**src/common/sound_pkg.sv**
```systemverilog
package sound_pkg;

   // CPU bus types.
   typedef logic [15:0] addr_t;
   typedef logic [7:0]  reg_t;

   // Master registers.
   parameter addr_t NR50_ADDR = 16'hff24;
   parameter addr_t NR51_ADDR = 16'hff25;
   parameter addr_t NR52_ADDR = 16'hff26;

   // Channel register blocks, four registers each.
   // Offsets: 0 duty or length, 1 volume, 2 freq low or poly, 3 control.
   parameter addr_t CH1_BASE = 16'hff11;
   parameter addr_t CH2_BASE = 16'hff16;
   parameter addr_t CH4_BASE = 16'hff20;

   // Control register fields.
   parameter int TRIGGER_BIT   = 7;
   parameter int LENGTH_EN_BIT = 6;

   // NR52 master enable.
   parameter int MASTER_EN_BIT = 7;

   // Eight-step duty waveforms, indexed by the two duty bits.
   // 12.5 %, 25 %, 50 % and 75 %.
   parameter logic [3:0][7:0] DUTY_PATTERNS = {
      8'b0111_1110,
      8'b1000_0111,
      8'b1000_0001,
      8'b0000_0001
   };

   // Status and routing slots per output.
   parameter int NUM_CH = 4;

endpackage
```
**src/verilog/sound_controller.sv**
```systemverilog
`timescale 1ns/1ps

module sound_controller #(
   parameter int SAMPLE_W   = 20,
   parameter int LENGTH_DIV = 64
) (
   input  logic                clk,
   input  logic                rst_n,
   input  sound_pkg::addr_t    addr,
   input  sound_pkg::reg_t     wr_data,
   input  logic                re_l,
   input  logic                we_l,
   output sound_pkg::reg_t     rd_data,
   output logic [SAMPLE_W-1:0] so1,
   output logic [SAMPLE_W-1:0] so2
);

   sound_pkg::reg_t nr50, nr51, nr52;
   sound_pkg::reg_t nr50_rd, nr51_rd, nr52_rd;
   sound_pkg::reg_t ch1_rd, ch2_rd, ch4_rd;
   sound_pkg::reg_t nr52_hw;
   logic            master_en;
   logic            ch1_on, ch2_on, ch4_on;
   logic [sound_pkg::NUM_CH-1:0] ch_status;
   logic [SAMPLE_W-1:0] ch1_sample, ch2_sample, ch4_sample;

   // Volume bits are kept but never applied.
   io_bus_parser_reg #(.ADDR(sound_pkg::NR50_ADDR), .READ_MASK(8'hff),
                       .WRITE_MASK(8'hff)) u_nr50 (
      .clk, .rst_n, .addr, .wr_data, .re_l, .we_l, .hw_data(8'h00),
      .rd_data(nr50_rd), .value(nr50), .written());

   io_bus_parser_reg #(.ADDR(sound_pkg::NR51_ADDR), .READ_MASK(8'hbb),
                       .WRITE_MASK(8'hbb)) u_nr51 (
      .clk, .rst_n, .addr, .wr_data, .re_l, .we_l, .hw_data(8'h00),
      .rd_data(nr51_rd), .value(nr51), .written());

   // Slot 2 is the wave channel, always off.
   assign ch_status = {ch4_on, 1'b0, ch2_on, ch1_on};
   assign nr52_hw   = {{(8 - sound_pkg::NUM_CH){1'b0}}, ch_status};

   // Master enable is written, status bits come from the channels.
   io_bus_parser_reg #(.ADDR(sound_pkg::NR52_ADDR), .READ_MASK(8'h8b),
                       .WRITE_MASK(8'h80), .FORWARD_MASK(8'h0b)) u_nr52 (
      .clk, .rst_n, .addr, .wr_data, .re_l, .we_l, .hw_data(nr52_hw),
      .rd_data(nr52_rd), .value(nr52), .written());

   assign master_en = nr52[sound_pkg::MASTER_EN_BIT];

   square_channel #(.BASE(sound_pkg::CH1_BASE), .SAMPLE_W(SAMPLE_W),
                    .LENGTH_DIV(LENGTH_DIV)) u_ch1 (
      .clk, .rst_n, .addr, .wr_data, .re_l, .we_l, .master_en,
      .rd_data(ch1_rd), .ch_on(ch1_on), .sample(ch1_sample));

   square_channel #(.BASE(sound_pkg::CH2_BASE), .SAMPLE_W(SAMPLE_W),
                    .LENGTH_DIV(LENGTH_DIV)) u_ch2 (
      .clk, .rst_n, .addr, .wr_data, .re_l, .we_l, .master_en,
      .rd_data(ch2_rd), .ch_on(ch2_on), .sample(ch2_sample));

   noise_channel #(.BASE(sound_pkg::CH4_BASE), .SAMPLE_W(SAMPLE_W),
                   .LENGTH_DIV(LENGTH_DIV)) u_ch4 (
      .clk, .rst_n, .addr, .wr_data, .re_l, .we_l, .master_en,
      .rd_data(ch4_rd), .ch_on(ch4_on), .sample(ch4_sample));

   sound_mixer #(.SAMPLE_W(SAMPLE_W)) u_mixer (
      .clk,
      .rst_n,
      .ch1_sample,
      .ch2_sample,
      .ch4_sample,
      .route(nr51),
      .so1_en(nr50[3]),
      .so2_en(nr50[7]),
      .master_en,
      .so1,
      .so2
   );

   // Non-selected registers drive zero.
   assign rd_data = nr50_rd | nr51_rd | nr52_rd | ch1_rd | ch2_rd | ch4_rd;

endmodule

```
**src/verilog/sound_mixer.sv**
```systemverilog
`timescale 1ns/1ps

module sound_mixer #(
   parameter int SAMPLE_W = 20
) (
   input  logic                clk,
   input  logic                rst_n,
   input  logic [SAMPLE_W-1:0] ch1_sample,
   input  logic [SAMPLE_W-1:0] ch2_sample,
   input  logic [SAMPLE_W-1:0] ch4_sample,
   input  sound_pkg::reg_t     route,
   input  logic                so1_en,
   input  logic                so2_en,
   input  logic                master_en,
   output logic [SAMPLE_W-1:0] so1,
   output logic [SAMPLE_W-1:0] so2
);

   logic [SAMPLE_W-1:0] so1_sum;
   logic [SAMPLE_W-1:0] so2_sum;

   // Each channel at a quarter so four full channels cannot overflow.
   // Route bits 2 and 6 belong to the absent wave channel.
   always_comb begin
      so1_sum = '0;
      so2_sum = '0;
      if (route[0]) so1_sum = so1_sum + (ch1_sample >> 2);
      if (route[1]) so1_sum = so1_sum + (ch2_sample >> 2);
      if (route[3]) so1_sum = so1_sum + (ch4_sample >> 2);
      if (route[4]) so2_sum = so2_sum + (ch1_sample >> 2);
      if (route[5]) so2_sum = so2_sum + (ch2_sample >> 2);
      if (route[7]) so2_sum = so2_sum + (ch4_sample >> 2);
   end

   always_ff @(posedge clk) begin
      if (!rst_n) begin
         so1 <= '0;
         so2 <= '0;
      end else begin
         so1 <= (so1_en && master_en) ? so1_sum : '0;
         so2 <= (so2_en && master_en) ? so2_sum : '0;
      end
   end

endmodule

```
**src/sound_channel/noise_channel.sv**
```systemverilog
`timescale 1ns/1ps

module noise_channel #(
   parameter sound_pkg::addr_t BASE = 16'hff20,
   parameter int SAMPLE_W   = 20,
   parameter int LENGTH_DIV = 64
) (
   input  logic                clk,
   input  logic                rst_n,
   input  sound_pkg::addr_t    addr,
   input  sound_pkg::reg_t     wr_data,
   input  logic                re_l,
   input  logic                we_l,
   input  logic                master_en,
   output sound_pkg::reg_t     rd_data,
   output logic                ch_on,
   output logic [SAMPLE_W-1:0] sample
);

   localparam int DIV_W = $clog2(LENGTH_DIV);

   sound_pkg::reg_t  len_reg, vol_reg, poly, ctrl;
   sound_pkg::reg_t  rd0, rd1, rd2, rd3;
   logic             ctrl_written;
   logic             trigger;
   logic             len_tick;
   logic             lfsr_tick;
   logic             fb;
   logic [14:0]      lfsr, lfsr_next;
   logic [21:0]      lfsr_period;
   logic [21:0]      freq_cnt;
   logic [5:0]       len_cnt;
   logic [DIV_W-1:0] div_cnt;

   io_bus_parser_reg #(.ADDR(BASE), .READ_MASK(8'h3f), .WRITE_MASK(8'h3f)) u_len (
      .clk, .rst_n, .addr, .wr_data, .re_l, .we_l, .hw_data(8'h00),
      .rd_data(rd0), .value(len_reg), .written());
   io_bus_parser_reg #(.ADDR(BASE + 16'd1), .READ_MASK(8'hf0), .WRITE_MASK(8'hf0)) u_vol (
      .clk, .rst_n, .addr, .wr_data, .re_l, .we_l, .hw_data(8'h00),
      .rd_data(rd1), .value(vol_reg), .written());
   io_bus_parser_reg #(.ADDR(BASE + 16'd2), .READ_MASK(8'hff), .WRITE_MASK(8'hff)) u_poly (
      .clk, .rst_n, .addr, .wr_data, .re_l, .we_l, .hw_data(8'h00),
      .rd_data(rd2), .value(poly), .written());
   io_bus_parser_reg #(.ADDR(BASE + 16'd3), .READ_MASK(8'h40), .WRITE_MASK(8'h40)) u_ctrl (
      .clk, .rst_n, .addr, .wr_data, .re_l, .we_l, .hw_data(8'h00),
      .rd_data(rd3), .value(ctrl), .written(ctrl_written));

   assign trigger  = ctrl_written && wr_data[sound_pkg::TRIGGER_BIT];
   assign len_tick = (div_cnt == DIV_W'(LENGTH_DIV - 1));

   // Divisor code 0 means 8, otherwise 16 per step, then shifted.
   assign lfsr_period = (poly[2:0] == 3'd0 ? 22'd8 : {15'd0, poly[2:0], 4'd0}) << poly[7:4];
   assign lfsr_tick   = (freq_cnt >= lfsr_period - 22'd1);

   assign fb = lfsr[0] ^ lfsr[1];
   always_comb begin
      lfsr_next = {fb, lfsr[14:1]};
      // Short mode.
      if (poly[3]) lfsr_next[6] = fb;
   end

   always_ff @(posedge clk) begin
      if (!rst_n) begin
         ch_on    <= 1'b0;
         lfsr     <= '1;
         freq_cnt <= '0;
         len_cnt  <= '0;
         div_cnt  <= '0;
      end else if (trigger && master_en) begin
         ch_on    <= 1'b1;
         lfsr     <= '1;
         freq_cnt <= '0;
         len_cnt  <= len_reg[5:0];
         div_cnt  <= '0;
      end else begin
         if (ch_on) begin
            freq_cnt <= lfsr_tick ? '0 : freq_cnt + 22'd1;
            if (lfsr_tick) lfsr <= lfsr_next;
            div_cnt <= len_tick ? '0 : div_cnt + 1'b1;
            if (len_tick) begin
               if (len_cnt != 6'h3f) len_cnt <= len_cnt + 6'd1;
               else if (ctrl[sound_pkg::LENGTH_EN_BIT]) ch_on <= 1'b0;
            end
         end
         if (!master_en) ch_on <= 1'b0;
      end
   end

   assign sample  = (ch_on && !lfsr[0]) ? {vol_reg[7:4], {(SAMPLE_W-4){1'b0}}} : '0;
   assign rd_data = rd0 | rd1 | rd2 | rd3;

endmodule

```
**src/sound_channel/square_channel.sv**
```systemverilog
`timescale 1ns/1ps

module square_channel #(
   parameter sound_pkg::addr_t BASE = 16'hff11,
   parameter int SAMPLE_W   = 20,
   parameter int LENGTH_DIV = 64
) (
   input  logic                clk,
   input  logic                rst_n,
   input  sound_pkg::addr_t    addr,
   input  sound_pkg::reg_t     wr_data,
   input  logic                re_l,
   input  logic                we_l,
   input  logic                master_en,
   output sound_pkg::reg_t     rd_data,
   output logic                ch_on,
   output logic [SAMPLE_W-1:0] sample
);

   localparam int DIV_W = $clog2(LENGTH_DIV);

   sound_pkg::reg_t  duty_len, vol_reg, freq_lo, freq_hi;
   sound_pkg::reg_t  rd0, rd1, rd2, rd3;
   logic             hi_written;
   logic             trigger;
   logic             len_tick;
   logic             duty_high;
   logic [10:0]      timer;
   logic [2:0]       step;
   logic [5:0]       len_cnt;
   logic [DIV_W-1:0] div_cnt;

   io_bus_parser_reg #(.ADDR(BASE), .READ_MASK(8'hff), .WRITE_MASK(8'hff)) u_len (
      .clk, .rst_n, .addr, .wr_data, .re_l, .we_l, .hw_data(8'h00),
      .rd_data(rd0), .value(duty_len), .written());
   io_bus_parser_reg #(.ADDR(BASE + 16'd1), .READ_MASK(8'hf0), .WRITE_MASK(8'hf0)) u_vol (
      .clk, .rst_n, .addr, .wr_data, .re_l, .we_l, .hw_data(8'h00),
      .rd_data(rd1), .value(vol_reg), .written());
   io_bus_parser_reg #(.ADDR(BASE + 16'd2), .READ_MASK(8'hff), .WRITE_MASK(8'hff)) u_flo (
      .clk, .rst_n, .addr, .wr_data, .re_l, .we_l, .hw_data(8'h00),
      .rd_data(rd2), .value(freq_lo), .written());
   // Trigger bit is not stored.
   io_bus_parser_reg #(.ADDR(BASE + 16'd3), .READ_MASK(8'h47), .WRITE_MASK(8'h47)) u_fhi (
      .clk, .rst_n, .addr, .wr_data, .re_l, .we_l, .hw_data(8'h00),
      .rd_data(rd3), .value(freq_hi), .written(hi_written));

   assign trigger   = hi_written && wr_data[sound_pkg::TRIGGER_BIT];
   assign len_tick  = (div_cnt == DIV_W'(LENGTH_DIV - 1));
   assign duty_high = sound_pkg::DUTY_PATTERNS[duty_len[7:6]][step];

   always_ff @(posedge clk) begin
      if (!rst_n) begin
         ch_on   <= 1'b0;
         timer   <= '0;
         step    <= '0;
         len_cnt <= '0;
         div_cnt <= '0;
      end else if (trigger && master_en) begin
         // Frequency high comes straight from the bus on this write.
         ch_on   <= 1'b1;
         timer   <= {wr_data[2:0], freq_lo};
         step    <= '0;
         len_cnt <= duty_len[5:0];
         div_cnt <= '0;
      end else begin
         if (ch_on) begin
            if (timer == 11'h7ff) begin
               timer <= {freq_hi[2:0], freq_lo};
               step  <= step + 3'd1;
            end else begin
               timer <= timer + 11'd1;
            end
            div_cnt <= len_tick ? '0 : div_cnt + 1'b1;
            if (len_tick) begin
               if (len_cnt != 6'h3f) len_cnt <= len_cnt + 6'd1;
               else if (freq_hi[sound_pkg::LENGTH_EN_BIT]) ch_on <= 1'b0;
            end
         end
         if (!master_en) ch_on <= 1'b0;
      end
   end

   assign sample  = (ch_on && duty_high) ? {vol_reg[7:4], {(SAMPLE_W-4){1'b0}}} : '0;
   assign rd_data = rd0 | rd1 | rd2 | rd3;

endmodule

```
**src/verilog/io_bus_parser_reg.sv**
```systemverilog
`timescale 1ns/1ps

module io_bus_parser_reg #(
   parameter sound_pkg::addr_t ADDR         = 16'h0000,
   parameter sound_pkg::reg_t  RESET_VAL    = 8'h00,
   parameter sound_pkg::reg_t  READ_MASK    = 8'hff,
   parameter sound_pkg::reg_t  WRITE_MASK   = 8'hff,
   parameter sound_pkg::reg_t  FORWARD_MASK = 8'h00
) (
   input  logic             clk,
   input  logic             rst_n,
   input  sound_pkg::addr_t addr,
   input  sound_pkg::reg_t  wr_data,
   input  logic             re_l,
   input  logic             we_l,
   input  sound_pkg::reg_t  hw_data,
   output sound_pkg::reg_t  rd_data,
   output sound_pkg::reg_t  value,
   output logic             written
);

   sound_pkg::reg_t q;
   sound_pkg::reg_t q_next;
   logic            hit;

   assign hit     = (addr == ADDR);
   assign written = hit && !we_l;

   // CPU bits first, then hardware bits win.
   always_comb begin
      q_next = q;
      if (written) q_next = (q & ~WRITE_MASK) | (wr_data & WRITE_MASK);
      q_next = (q_next & ~FORWARD_MASK) | (hw_data & FORWARD_MASK);
   end

   always_ff @(posedge clk) begin
      if (!rst_n) begin
         q <= RESET_VAL;
      end else begin
         q <= q_next;
      end
   end

   assign value   = q;
   assign rd_data = (hit && !re_l) ? (q & READ_MASK) : 8'h00;

endmodule

```
**config.mk**
```make
export PLATFORM = sky130hd
export DESIGN_NAME = sound_controller
export DESIGN_NICKNAME = d
export VERILOG_FILES = /design/src/common/sound_pkg.sv /design/src/verilog/sound_controller.sv /design/src/verilog/sound_mixer.sv /design/src/sound_channel/noise_channel.sv /design/src/sound_channel/square_channel.sv /design/src/verilog/io_bus_parser_reg.sv
export SDC_FILE = /design/constraint.sdc
export NUM_CORES = 1
export LEC_CHECK = 0
export BUFFER_PORTS_ARGS = -buffer_cell sky130_fd_sc_hd__buf_4
export CORE_MARGIN = 8
export CORE_UTILIZATION = 35
export DETAILED_ROUTE_END_ITERATION = 10
export GPL_ROUTABILITY_DRIVEN = 0
export PLACE_DENSITY_LB_ADDON = 0.15
export SLEW_MARGIN = 40
export SYNTH_ARGS = -nofsm -noshare
export SYNTH_HDL_FRONTEND = slang
export SYNTH_HIERARCHICAL = 1
export SYNTH_SLANG_ARGS = --single-unit
```
**constraint.sdc**
```tcl
create_clock -name clk -period 9.6 [get_ports clk]
set_input_delay 0.96 -clock clk [delete_from_list [all_inputs] [get_ports clk]]
set_output_delay 0.96 -clock clk [all_outputs]
set_load 0.01 [all_outputs]
```
# After elaboration in Yosys (flattened, before gate mapping)
# Index checks and enable logic that the tools add are counted.
[word_totals]
regBits = 264
latchBits = 0
ram_bits = 0
romBits = 0
inputBits = 28
out_inout_bits = 48
mem_count = 0
[classes]
addsub = 16
multipliers = 0
div_mod_pow = 0
order_cmp = 5
n_eq_ne = 23
shift = 1
n_mux = 75
n_bitwise = 26
reduce_logical = 65
[ops]
columns = ["operator", "n"]
rows = [
  ["16-bit == test (second input constant)", 15],
  ["20-bit 2-to-1 mux", 7],
  ["8-bit 2-to-1 mux", 14],
  ["6-bit 2-to-1 mux", 16],
  ["20-bit by 18-bit adder with 20-bit output", 4],
  ["8-bit OR", 10],
  ["11-bit 2-to-1 mux", 6],
  ["8-bit by 7-bit OR with 8-bit output", 6],
  ["1-bit logical AND", 41],
  ["6-bit by 1-bit adder with 6-bit output (second input constant)", 6],
  ["18-bit 2-to-1 mux", 2],
  ["8-bit binary-select mux with 2-bit select", 2],
  ["7-bit 2-to-1 mux", 4],
  ["4-bit by 8-bit OR with 8-bit output", 3],
  ["11-bit by 1-bit adder with 11-bit output (second input constant)", 2],
  ["22-bit by 1-bit adder with 22-bit output (second input constant)", 1],
  ["11-bit == test (second input constant)", 2],
  ["22-bit greater-or-equal comparator", 1],
  ["22-bit 2-to-1 mux", 1],
  ["22-bit by 4-bit left shift with 22-bit output", 1],
  ["22-bit by 1-bit subtractor with 22-bit output (second input constant)", 1],
  ["1-bit 2-to-1 mux", 21],
  ["6-bit == test (second input constant)", 3],
  ["6-bit inequality test (second input constant)", 3],
  ["16 further kinds", 39],
]

# Logic depth before layout (Yosys ltp)
# Gate-level depths: netlist (run 1).
[depth]
depth_word = 11
mapped_depth = 27
mapped_depth_nobuf = 25

# Modules after synthesis
# The synthesis (run 1) kept the hierarchy.
[by_module_without_submodules]
columns = ["mod", "instances", "cells_each", "area_each_um2", "seq_area_each_um2"]
rows = [
  ["sound_mixer", 1, 708, 5424.0, 800.8],
  ["noise_channel", 1, 500, 3794.9, 1001.0],
  ["square_channel (u_ch2)", 1, 232, 1833.0, 540.5],
  ["square_channel (u_ch1)", 1, 235, 1831.8, 540.5],
  ["io_bus_parser_reg (u_ch1.u_len ...)", 2, 52, 455.4, 160.2],
  ["io_bus_parser_reg (u_ch2.u_flo ...)", 2, 52, 444.2, 160.2],
  ["io_bus_parser_reg (u_ch1.u_vol ...)", 2, 39, 326.6, 80.1],
  ["io_bus_parser_reg (u_ch1.u_flo)", 1, 52, 451.7, 160.2],
  ["io_bus_parser_reg (u_ch2.u_len)", 1, 52, 446.7, 160.2],
  ["io_bus_parser_reg (u_ch4.u_len)", 1, 46, 382.9, 120.1],
  ["io_bus_parser_reg (u_nr51)", 1, 46, 366.6, 120.1],
  ["io_bus_parser_reg (u_ch1.u_fhi)", 1, 39, 311.5, 80.1],
  ["io_bus_parser_reg (u_ch2.u_fhi)", 1, 39, 310.3, 80.1],
  ["io_bus_parser_reg (u_ch2.u_vol)", 1, 39, 304.0, 80.1],
  ["3 more rows", "--", "--", "--", "--"],
]

# Worst setup path before layout (run 1)
# Ideal clock, no wire load.
[synth_path]
path_kind = "reg-to-reg"
startpoint = "register u_ch4.u_poly.q[0], in the netlist u_ch4/u_poly/value[0]"
endpoint = "register u_ch4.freq_cnt[11]"
arrival_ns = 3.636
required_time_ns = 9.472
slack_ns = 5.837
stages_incl_launch_ff = 19
period_less_slack_ns = 3.763
cell_sequence = "dfxtp_1 > buf_6 > or4b_4 > a21oi_4 > nand2_1 > ha_1 > clkbuf_1 > o221ai_4 > nor2_2 > o32a_1 > ha_1 > nand4_1 > nor3_1 > a22oi_1 > and3_1 > buf_2 > o21ai_2 > clkbuf_1 > nor2_1"
[synth_via]
elab_chain_len = 6
[synth_rtl]
columns = ["item", "line_no", "source"]
rows = [
  ["from (decl)", "io_bus_parser_reg.sv:22", "sound_pkg::reg_t q;"],
  ["from (signal assigned)", "io_bus_parser_reg.sv:40", "q <= q_next;"],
  ["3-bit logical NOT", "noise_channel.sv:52", "assign lfsr_period = (poly[2:0] == 3'd0 ? 22'd8 : {15'd0, poly[2:0], 4'd0}) << poly[7:4];"],
  ["7-bit 2-to-1 mux *", "noise_channel.sv:52", ""],
  ["22-bit by 4-bit left shift with 22-bit output *", "noise_channel.sv:52", ""],
  ["22-bit by 1-bit subtractor with 22-bit output *", "noise_channel.sv:53", "assign lfsr_tick = (freq_cnt >= lfsr_period - 22'd1);"],
  ["22-bit greater-or-equal comparator *", "noise_channel.sv:53", ""],
  ["22-bit 2-to-1 mux *", "noise_channel.sv:77", "freq_cnt <= lfsr_tick ? '0 : freq_cnt + 22'd1;"],
  ["to (signal assigned)", "noise_channel.sv:77", ""],
  ["to (decl)", "noise_channel.sv:31", "logic [21:0] freq_cnt;"],
]
# Mark *: on every way between the ends. The rest lies on a longest branch, timed or not.
# A chain may end at the register's enable or synchronous reset.

# Worst setup path after layout (run 1)
[layout_path]
startpoint = "register u_ch4.u_poly.q[1], in the netlist u_ch4/u_poly/value[1]"
endpoint = "register u_ch4.freq_cnt[16]"
# Same word-level chain as after synthesis.

==> flow_metrics.tcl, run 1 <==
set metrics [dict create \
    start_util_pct 35.38 \
    coreArea_sq_um 51300 \
    cp-end-kind "register" \
    area_delta_synth_final_pct 9.355 \
    vias_per_cell 5.461 \
    drc_errors 0 \
    r2r_setup_slack_ps 5130 \
    final.setup_skew_ps 6.686 \
    clk_path_buf_depth 3 \
    crit_required_ps 10100 \
    p_sw_w 0.0005438 \
    final_cell_mix "dfxtp_1 (224), a21oi_1 (195), nand2_1 (166), nor2_1 (156), nand3_1 (147)" \
    period_needed_ps 4469 \
    drtIter0Drc 1031 \
    period_share_pct 46.55 \
    synth_warnings 6 \
    p_int_w 0.001734 \
    mostFrequentLayoutCell "dfxtp_1" \
    fin_nets 2444 \
    cp-startpoint "u_ch4/u_poly/value[1]$_SDFFE_PN0P_" \
    post_synth_inst_count 2302 \
    die_area_sq_um 59400 \
    status "finished, final reports clean" \
    p_leak_nw 7.834 \
    grt_pass1_wl_microns 85840 \
    routed_wl_microns 52950 \
    final.fill_count 5411 \
    final_max_slew_viol_count 0 \
    clkSinkCount 229 \
    tns_ps 0 \
    max-vdd-ir-drop_v 0.0001214 \
    max_slew_margin_pct 47.74 \
    antenna_cells 0 \
    die_height_microns 243.7 \
    drt-met1-wl_microns 25010 \
    reg2reg_to "u_ch4/freq_cnt[16]$_SDFFE_PP0P_" \
    port_buffers 75 \
    crit_type "reg2reg" \
    combPwrFrac_pct 6.9 \
    cp-start-kind "register" \
    vias 16430 \
    fin_area_sq_um 19850 \
    wl_met2_microns 24340 \
    powerDensity_nw_per_um2 114.8 \
    syn_area_per_cell_sq_um 7.884 \
    place_area_sq_um 18820 \
    htreeDepth 1 \
    core.rowCount 83 \
    cts_tree "built" \
    cp_max_fo 22 \
    p_clk_share_pct 51.1 \
    cts_buffers 29 \
    grtUsageTotal_pct 17.17 \
    fmax_mhz 223.8 \
    hp-class "reg2reg" \
    reg2reg_depth 13 \
    postCtsSetupBuffers 0 \
    antenna_found_initial 1 \
    whs_path_depth 2 \
    switching_share_pct 23.87 \
    cts_hold_buf 0 \
    maxCapViolCount 0 \
    grt_pass1_vias 15860 \
    post_drt_wl_per_cell_microns 17.60 \
    clock_latency_ps 560 \
    crit_end "u_ch4/freq_cnt[16]$_SDFFE_PP0P_" \
    finalHoldViolCount 0 \
    drive_gt1_share_pct 10.86 \
    final_antenna_net_count 0 \
    dr.pass1.iters 5 \
    hpwl_microns 38300 \
    grt_max_degree 56 \
    netlist_area_sq_um 18150 \
    timing.hold.ws_ps 470.6 \
    rsz0062_at_grt "no" \
    clk_pin_slew_ps 60 \
    tightest_slew_ps 782.8 \
    root_buffer "clkbuf_16" \
    io_pins 76 \
    critPathArrivalTime_ps 4960 \
    reg2reg_from "u_ch4/u_poly/value[1]$_SDFFE_PN0P_" \
    highest_layer "met4" \
    met3WireLength_microns 2233 \
    pwr-share-seq_pct 42.0 \
    setup_viol_count_final 0 \
    cts-resized-gates 0 \
    grt_overflow 0 \
    die_w_microns 243.7 \
]
==> sequential cells by signal, summed over array words and instances (netlist names), 8 cells and up <==
register and cells:
u_ch1/timer 11, u_mixer/so1 20, u_mixer/so2 20, u_ch2/u_flo/value 8, u_ch2/timer 11, u_ch4/freq_cnt 22
u_ch1/u_len/value 8, u_ch4/u_poly/value 8, u_ch4/lfsr 15, u_ch1/u_flo/value 8, u_ch2/u_len/value 8, u_nr50/value 8
==> stage by stage <==
stage	power (W)	worst slack [ps]	cells	util (%)
2_1_floorplan	0.001091	5837	2367	-
3_3_place_gp	0.001123	4968	2960	36.64
3_5_place_dp	0.001125	4841	2960	36.68
4_1_cts	0.002305	4853	3009	38.65
5_1_grt	0.002370	4721	3009	38.69
6_report	0.002278	5131	3009	38.69
==> power by group through the flow <==
stage	logic [W]	clock network (W)	registers, W
after floorplan	0.000114	0	0.000977
after global placement	0.000145	0	0.000978
after detailed placement	0.000147	0	0.000978
after CTS	0.000147	0.00120	0.000957
after global routing	0.000172	0.00124	0.000957
final	0.000157	0.00116	0.000957
==> worst min-delay path by stage <==
stage,startpoint,to
finish,u_nr50/value[5]$_SDFFE_PN0P_,u_nr50/value[5]$_SDFFE_PN0P_
global route,u_nr50/value[2]$_SDFFE_PN0P_,u_nr50/value[2]$_SDFFE_PN0P_
CTS,u_nr50/value[5]$_SDFFE_PN0P_,u_nr50/value[5]$_SDFFE_PN0P_
detailed placement,u_nr50/value[5]$_SDFFE_PN0P_,u_nr50/value[5]$_SDFFE_PN0P_
global placement,u_nr50/value[0]$_SDFFE_PN0P_,u_nr50/value[0]$_SDFFE_PN0P_
floorplan,u_ch1/ch_on$_SDFF_PN0_,u_nr52/value[0]$_SDFF_PN0_
==> final cells by class <==
| type | instances | area [sq um] | area share, % |
|---|---|---|---|
| inverters | 90 | 354.1 | 1.784 |
| well taps | 680 | 850.8 | 4.287 |
| clock inverters | 10 | 181.4 | 0.9141 |
| repair buffers | 82 | 615.6 | 3.102 |
| multi-input cells | 1879 | 12420 | 62.58 |
| flip-flops and latches | 229 | 4591 | 23.13 |
| clock buffers | 39 | 833.3 | 4.199 |
==> critical path: stages (launching register included) <==
cell,delay (ps)
dfxtp_1,800
nor2_1,250
a221o_1,420
o221ai_2,330
o221ai_4,190
nand2b_1,190
a22oi_1,160
ha_1,290
a21o_1,180
a21o_1,170
a221oi_1,510
and3_1,470
o21ai_2,280
nor2_1,160
==> per-layer routing <==
metal | vias up | global-route usage [%]
li1 | 8262 | -
met1 | 7721 | 23.07
met2 | 369 | 28.63
met3 | 81 | 2.057
met4 | 0 | 4.855
met5 | - | 0
No activity file was read; power rests on OpenSTA's default activity.
==> run 2: changes to the inputs <==
Settings changed: ABC_AREA set to 1.
Clock period 9.6 ns to 3.75 ns, I/O delays scaled along.
==> run 2 against run 1 <==
Against the previous run:
- combinational power rose to 2.8 times the previous value
- highest routed layer unchanged
- synthesized cell count rose by 46%
- critical path depth grew 10
- largest power group unchanged
==> flow_metrics.tcl, run 2 <==
set metrics [dict create \
    status "finished, final reports clean" \
    grt_pass1_vias 18430 \
    drive_gt1_share_pct 11.02 \
    hpwl_microns 47350 \
    finalHoldViolCount 0 \
    die_w_microns 255.8 \
    clk_pin_slew_ps 70 \
    cp_num_buf_inv 1 \
    critPathTopFamily "simple AND/OR/NAND/NOR gates" \
    powerDensity_nw_per_um2 266.3 \
    grt_max_degree 110 \
    post-route-util_pct 39.12 \
    syn_area_per_cell_sq_um 5.996 \
    final.setup_skew_ps 17.60 \
    timing.critical_path.mode_cell "nand2_1" \
    cp-end-kind "register" \
    grtUsageMet1_pct 26.64 \
    antenna_found_initial 0 \
    largest_register "u_ch4/freq_cnt" \
    core.rowCount 88 \
    cp-startpoint "u_ch2/u_len/value[7]$_SDFFE_PN0P_" \
    crit_slowest_cell "dfxtp_1" \
    fin_nets 3566 \
    clk_path_buf_depth 3 \
    crit_type "reg2reg" \
    final_cell_mix "nand2_1 (887), nor2_1 (516), inv_1 (491), nand3_1 (245), dfxtp_1 (225)" \
    cts_buffers 30 \
    htreeDepth 1 \
    period_needed_ps 3482 \
    reg_top3 "u_ch4/freq_cnt: 22 flops, u_mixer/so1: 20 flops, u_mixer/so2: 20 flops" \
    cts_tree "built" \
    die_area_sq_um 65440 \
    mostFrequentLayoutCell "nand2_1" \
    die_height_microns 255.8 \
    grt_pass1_wl_microns 100700 \
    final.fill_count 6370 \
    grtUsageMet3_pct 2.119 \
    drc_errors 0 \
    vias 20000 \
    netlist_area_sq_um 20130 \
    coreArea_sq_um 57250 \
    final_max_slew_viol_count 0 \
    crit_chain "ha_1, a21oi_1, a22o_1, nand2_1, nand3_1, nor2_1, ha_1, inv_1, o21bai_1, nor2_1, nand3_1, nand2_1, nand2_1, a21oi_2, ha_1, a21oi_1, o21ai_0, nor2_1, nand3_1, nand2_1, nand2_1, nand2_1, nor2_1" \
    start_util_pct 35.16 \
    p_int_w 0.004430 \
    tns_ps 0 \
    p_sw_w 0.001536 \
    period_share_pct 92.85 \
    power_w 0.005965 \
    combPwrFrac_pct 7.5 \
    synth_warnings 6 \
    largest_reg_flops 22 \
    critPathMaxStageDelay_ps 380 \
    cp_max_fo 5 \
    critPathArrivalTime_ps 3960 \
    cp-start-kind "register" \
    cts_hold_buf 0 \
    p_clk_share_pct 51.7 \
    vias_per_cell 4.737 \
    max-vdd-ir-drop_v 0.0003973 \
    p_leak_nw 11.17 \
    pwr-share-seq_pct 40.8 \
    setup_viol_count_final 0 \
    antenna_cells 0 \
    grtUsageTotal_pct 18.51 \
    clkSinkCount 229 \
    clock_latency_ps 590 \
    crit_required_ps 4230 \
    grt_overflow 0 \
    rsz0062_at_grt "yes" \
    switching_share_pct 25.74 \
    post_drt_wl_per_cell_microns 14.88 \
    fmax_mhz 287.2 \
    grt_util_met2_pct 29.32 \
    crit_end "u_mixer/so1[18]$_SDFF_PN0_" \
    reg2reg_from "u_ch2/u_len/value[7]$_SDFFE_PN0P_" \
    area_delta_synth_final_pct 11.29 \
    hp-class "in2reg" \
    busiest_layer "met2" \
    r2r_setup_slack_ps 270 \
    drtIter0Drc 1435 \
    reg2reg_to "u_mixer/so1[18]$_SDFF_PN0_" \
    tightest_slew_ps 752.2 \
    root_buffer "clkbuf_16" \
    crit_cells 23 \
    maxCapViolCount 0 \
    hp-start "rst_n" \
    reg2reg_depth 23 \
    routed_wl_microns 62800 \
    dr.pass1.iters 7 \
    post_synth_inst_count 3357 \
    final_antenna_net_count 0 \
    max_slew_margin_pct 49.79 \
    io_pins 76 \
    port_buffers 75 \
]
## run 2: per-layer routing
metal / wire length, microns / part of all wire (%)
met1: 31330 / 50
met2: 27020 / 43
met3: 2995 / 4.8
met4: 1456 / 2.3
met5: 0 / 0
## run 2: worst min-delay path, stage by stage
cell	delay (ps)
buf_4	180
nand2_1	90
nor2_1	30
## run 2: final cells by class
type                            instances  area, sq um  area share (%)
Tap cell                              765        957.2           4.273
Inverter                              519         1951           8.708
Timing Repair Buffer                  106        808.3           3.608
Multi-Input combinational cell       2547        13040           58.22
Sequential cell                       229         4589           20.49
Clock buffer                           37        807.0           3.603
Clock inverter                         18        245.2           1.095
## run 2: through the flow
stage / cells / hold WS (ps) / cell area, sq um / worst slack (ps)
final: 4221 / 141.3 / 22400 / 268.2
after global routing: 4221 / 131.9 / 22400 / -26.84
after CTS: 4219 / 107.4 / 22280 / 119.9
after detailed placement: 4164 / 441.1 / 21220 / 145.0
after global placement: 4164 / 438.8 / 21220 / 250.6
after floorplan: 3422 / 407.1 / 20370 / 483.6
## run 2: power by group through the flow
stage          clock (W)  sequential, W  combinational [W]
2_1_floorplan          0        0.00249           0.000307
3_3_place_gp           0        0.00249           0.000419
3_5_place_dp           0        0.00249           0.000419
4_1_cts          0.00319        0.00243           0.000420
5_1_grt          0.00329        0.00243           0.000499
6_report         0.00309        0.00243           0.000447
## run 2: what timing repair did
action / in CTS / in global routing
setup endpoints to repair: 0 / 27
setup buffers: 0 / 2
gates resized for setup: 0 / 30
## run 2: worst min path at each step
stage                                               to  depth (start not counted)  slack, ps
after CTS                 u_nr51/value[3]$_SDFFE_PN0P_                          3        110
after detailed placement   u_ch4/lfsr[13]$_SDFFE_PP1P_                          2        440
final                     u_nr51/value[3]$_SDFFE_PN0P_                          3        140
after global routing      u_nr51/value[0]$_SDFFE_PN0P_                          3        130
after global placement      u_ch4/lfsr[5]$_SDFFE_PP1P_                          2        440
after floorplan             u_nr52/value[0]$_SDFF_PN0_                          2        410
==> run 3: changes to the inputs <==
Settings changed: ABC_AREA 1 to 0.
==> run 3 against run 2 <==
Against the previous run:
- count of clock-buffer cells in the layout grew 1
- sequential power is essentially flat
- global-route usage shrank 1.2 points
- hold slack gained 22 ps
- register-to-register slack lost 100 ps
- cell count shrank 26%
- routed wire length shrank 13%
- flip-flop and latch count is the same
- non-clock buffer count grew 77
- sequential share of layout area grew 1.6 points
- clock power shrank 8.1%
- critical path type unchanged
- highest routed layer unchanged
==> flow_metrics.tcl, run 3 (synthesized netlist as in run 1, its figures left out) <==
set metrics [dict create \
    period_needed_ps 3586 \
    grt_overflow 0 \
    io_pins 76 \
    final.fill_count 5341 \
    largest_register "u_ch4/freq_cnt" \
    powerDensity_nw_per_um2 273.3 \
    crit_end "u_mixer/so1[17]$_SDFF_PN0_" \
    cts_tree "built" \
    maxCapViolCount 0 \
    finalNonFillerCells 3114 \
    final_antenna_net_count 0 \
    clk_pin_slew_ps 60 \
    die_area_sq_um 59400 \
    port_buffers 75 \
    antenna_cells 0 \
    drtIter0Drc 1188 \
    drc_errors 0 \
    crit_required_ps 4230 \
    vias_per_cell 5.459 \
    finalHoldViolCount 0 \
    cp-end-kind "register" \
    clkSinkCount 229 \
    grtUsageTotal_pct 17.30 \
    die_height_microns 243.7 \
    hp-start "wr_data[4]" \
    reg2reg_to "u_mixer/so1[17]$_SDFF_PN0_" \
    cp-startpoint "u_ch2/u_len/value[6]$_SDFFE_PN0P_" \
    max-vdd-ir-drop_v 0.0003677 \
    setup_viol_count_final 0 \
    grt_pass1_wl_microns 86160 \
    clock_latency_ps 600 \
    root_buffer "clkbuf_16" \
    cp-start-kind "register" \
    crit_type "reg2reg" \
    reg_top3 "u_ch4/freq_cnt: 22 flops, u_mixer/so1: 20 flops, u_mixer/so2: 20 flops" \
    max_slew_margin_pct 46.10 \
    hpwl_microns 39740 \
    dp_cells 3048 \
    vias 17000 \
    dr.pass1.iters 5 \
    final_cell_mix "dfxtp_1 (221), a21oi_1 (189), buf_4 (175), nand2_1 (167), nor2_1 (151)" \
    reg2reg_depth 17 \
    reg2reg_from "u_ch2/u_len/value[6]$_SDFFE_PN0P_" \
    die_w_microns 243.7 \
    start_util_pct 35.38 \
    tightest_slew_ps 807.4 \
    post-route-util_pct 40.66 \
    hp-class "in2reg" \
    grt_pass1_vias 16040 \
    fmax_mhz 278.9 \
    cts_buffers 29 \
    coreArea_sq_um 51300 \
    core.rowCount 83 \
    post_drt_wl_per_cell_microns 17.58 \
    period_share_pct 95.63 \
    fin_nets 2545 \
    routed_wl_microns 54750 \
    htreeDepth 1 \
    drive_gt1_share_pct 16.15 \
    area_delta_synth_final_pct 14.93 \
    antenna_found_initial 0 \
    largest_reg_flops 22 \
    mostFrequentLayoutCell "dfxtp_1" \
    critPathArrivalTime_ps 4070 \
    grt_max_degree 71 \
    rsz0062_at_grt "yes" \
    clk_path_buf_depth 3 \
    p_leak_nw 8.370 \
    cts_hold_buf 0 \
    status "finished, final reports clean" \
    final.setup_skew_ps 27.06 \
    final_max_slew_viol_count 0 \
    cp_max_fo 4 \
    r2r_setup_slack_ps 160 \
]
==> run 3: worst min-delay path by stage <==
stage	end	slack, ps	depth (start not counted)
floorplan	u_nr52/value[0]$_SDFF_PN0_	430	1
global placement	u_nr50/value[0]$_SDFFE_PN0P_	450	2
detailed placement	u_nr50/value[4]$_SDFFE_PN0P_	460	2
CTS	u_ch2/u_len/value[3]$_SDFFE_PN0P_	130	3
global route	u_nr50/value[4]$_SDFFE_PN0P_	130	3
finish	u_ch2/u_flo/value[4]$_SDFFE_PN0P_	160	3
==> run 3: layout make-up <==
type | instances | area, sq um | area share [%]
well taps | 680 | 850.8 | 4.079
repair buffers | 183 | 1471 | 7.054
multi-input cells | 1879 | 12630 | 60.53
clock buffers | 38 | 799.5 | 3.833
inverters | 90 | 354.1 | 1.698
flip-flops and latches | 229 | 4599 | 22.05
clock inverters | 15 | 157.7 | 0.7558
==> run 3: routing by layer <==
metal | track usage (%) | share of wire [%] | wire (microns) | up-vias
met5 | 0 | 0 | 0 | -
met4 | 4.890 | 2.7 | 1496 | 0
met3 | 2.079 | 4.2 | 2290 | 77
met2 | 28.62 | 46 | 25320 | 392
met1 | 23.42 | 47 | 25640 | 8063
li1 | - | - | - | 8468
==> run 3: timing repair <==
action | in CTS | in global routing
gates cloned | 0 | 3
pin swaps | 0 | 27
setup buffers | 2 | 8
endpoints found under the setup margin | 8 | 44
resized for setup | 11 | 50
==> run 3: power by group <==
part | leakage (nW) | internal, W | switching (W)
Sequential | 1.85 | 0.00244 | 0.0000109
Clock | 0.463 | 0.00165 | 0.00119
Combinational | 6.06 | 0.000129 | 0.000286
==> run 3: stage by stage <==
step           TNS (ps)  cell area (sq um)  hold slack [ps]  power (W)  setup slack [ps]
6_report              0              20860            163.6   0.005700             163.9
5_1_grt          -54.39              20860            133.3   0.005925            -47.53
4_1_cts               0              20500            131.8   0.005770             2.015
3_5_place_dp     -902.1              19490            463.8   0.002886            -299.7
3_3_place_gp     -168.4              19490            452.9   0.002884            -74.37
2_1_floorplan         0              18390            429.5   0.002792             71.85
==> run 3: critical path: stages, from the launching register on <==
cell	delay, ps
dfxtp_1	330
ha_1	210
mux2i_1	150
nor2b_1	70
o311ai_2	420
nor2_2	130
ha_1	250
a21oi_2	120
nor3b_2	210
a31oi_2	130
xor2_1	190
mux2_4	290
ha_4	220
a21o_1	150
a31o_1	220
xor2_1	170
nand2_1	70
a31oi_1	150
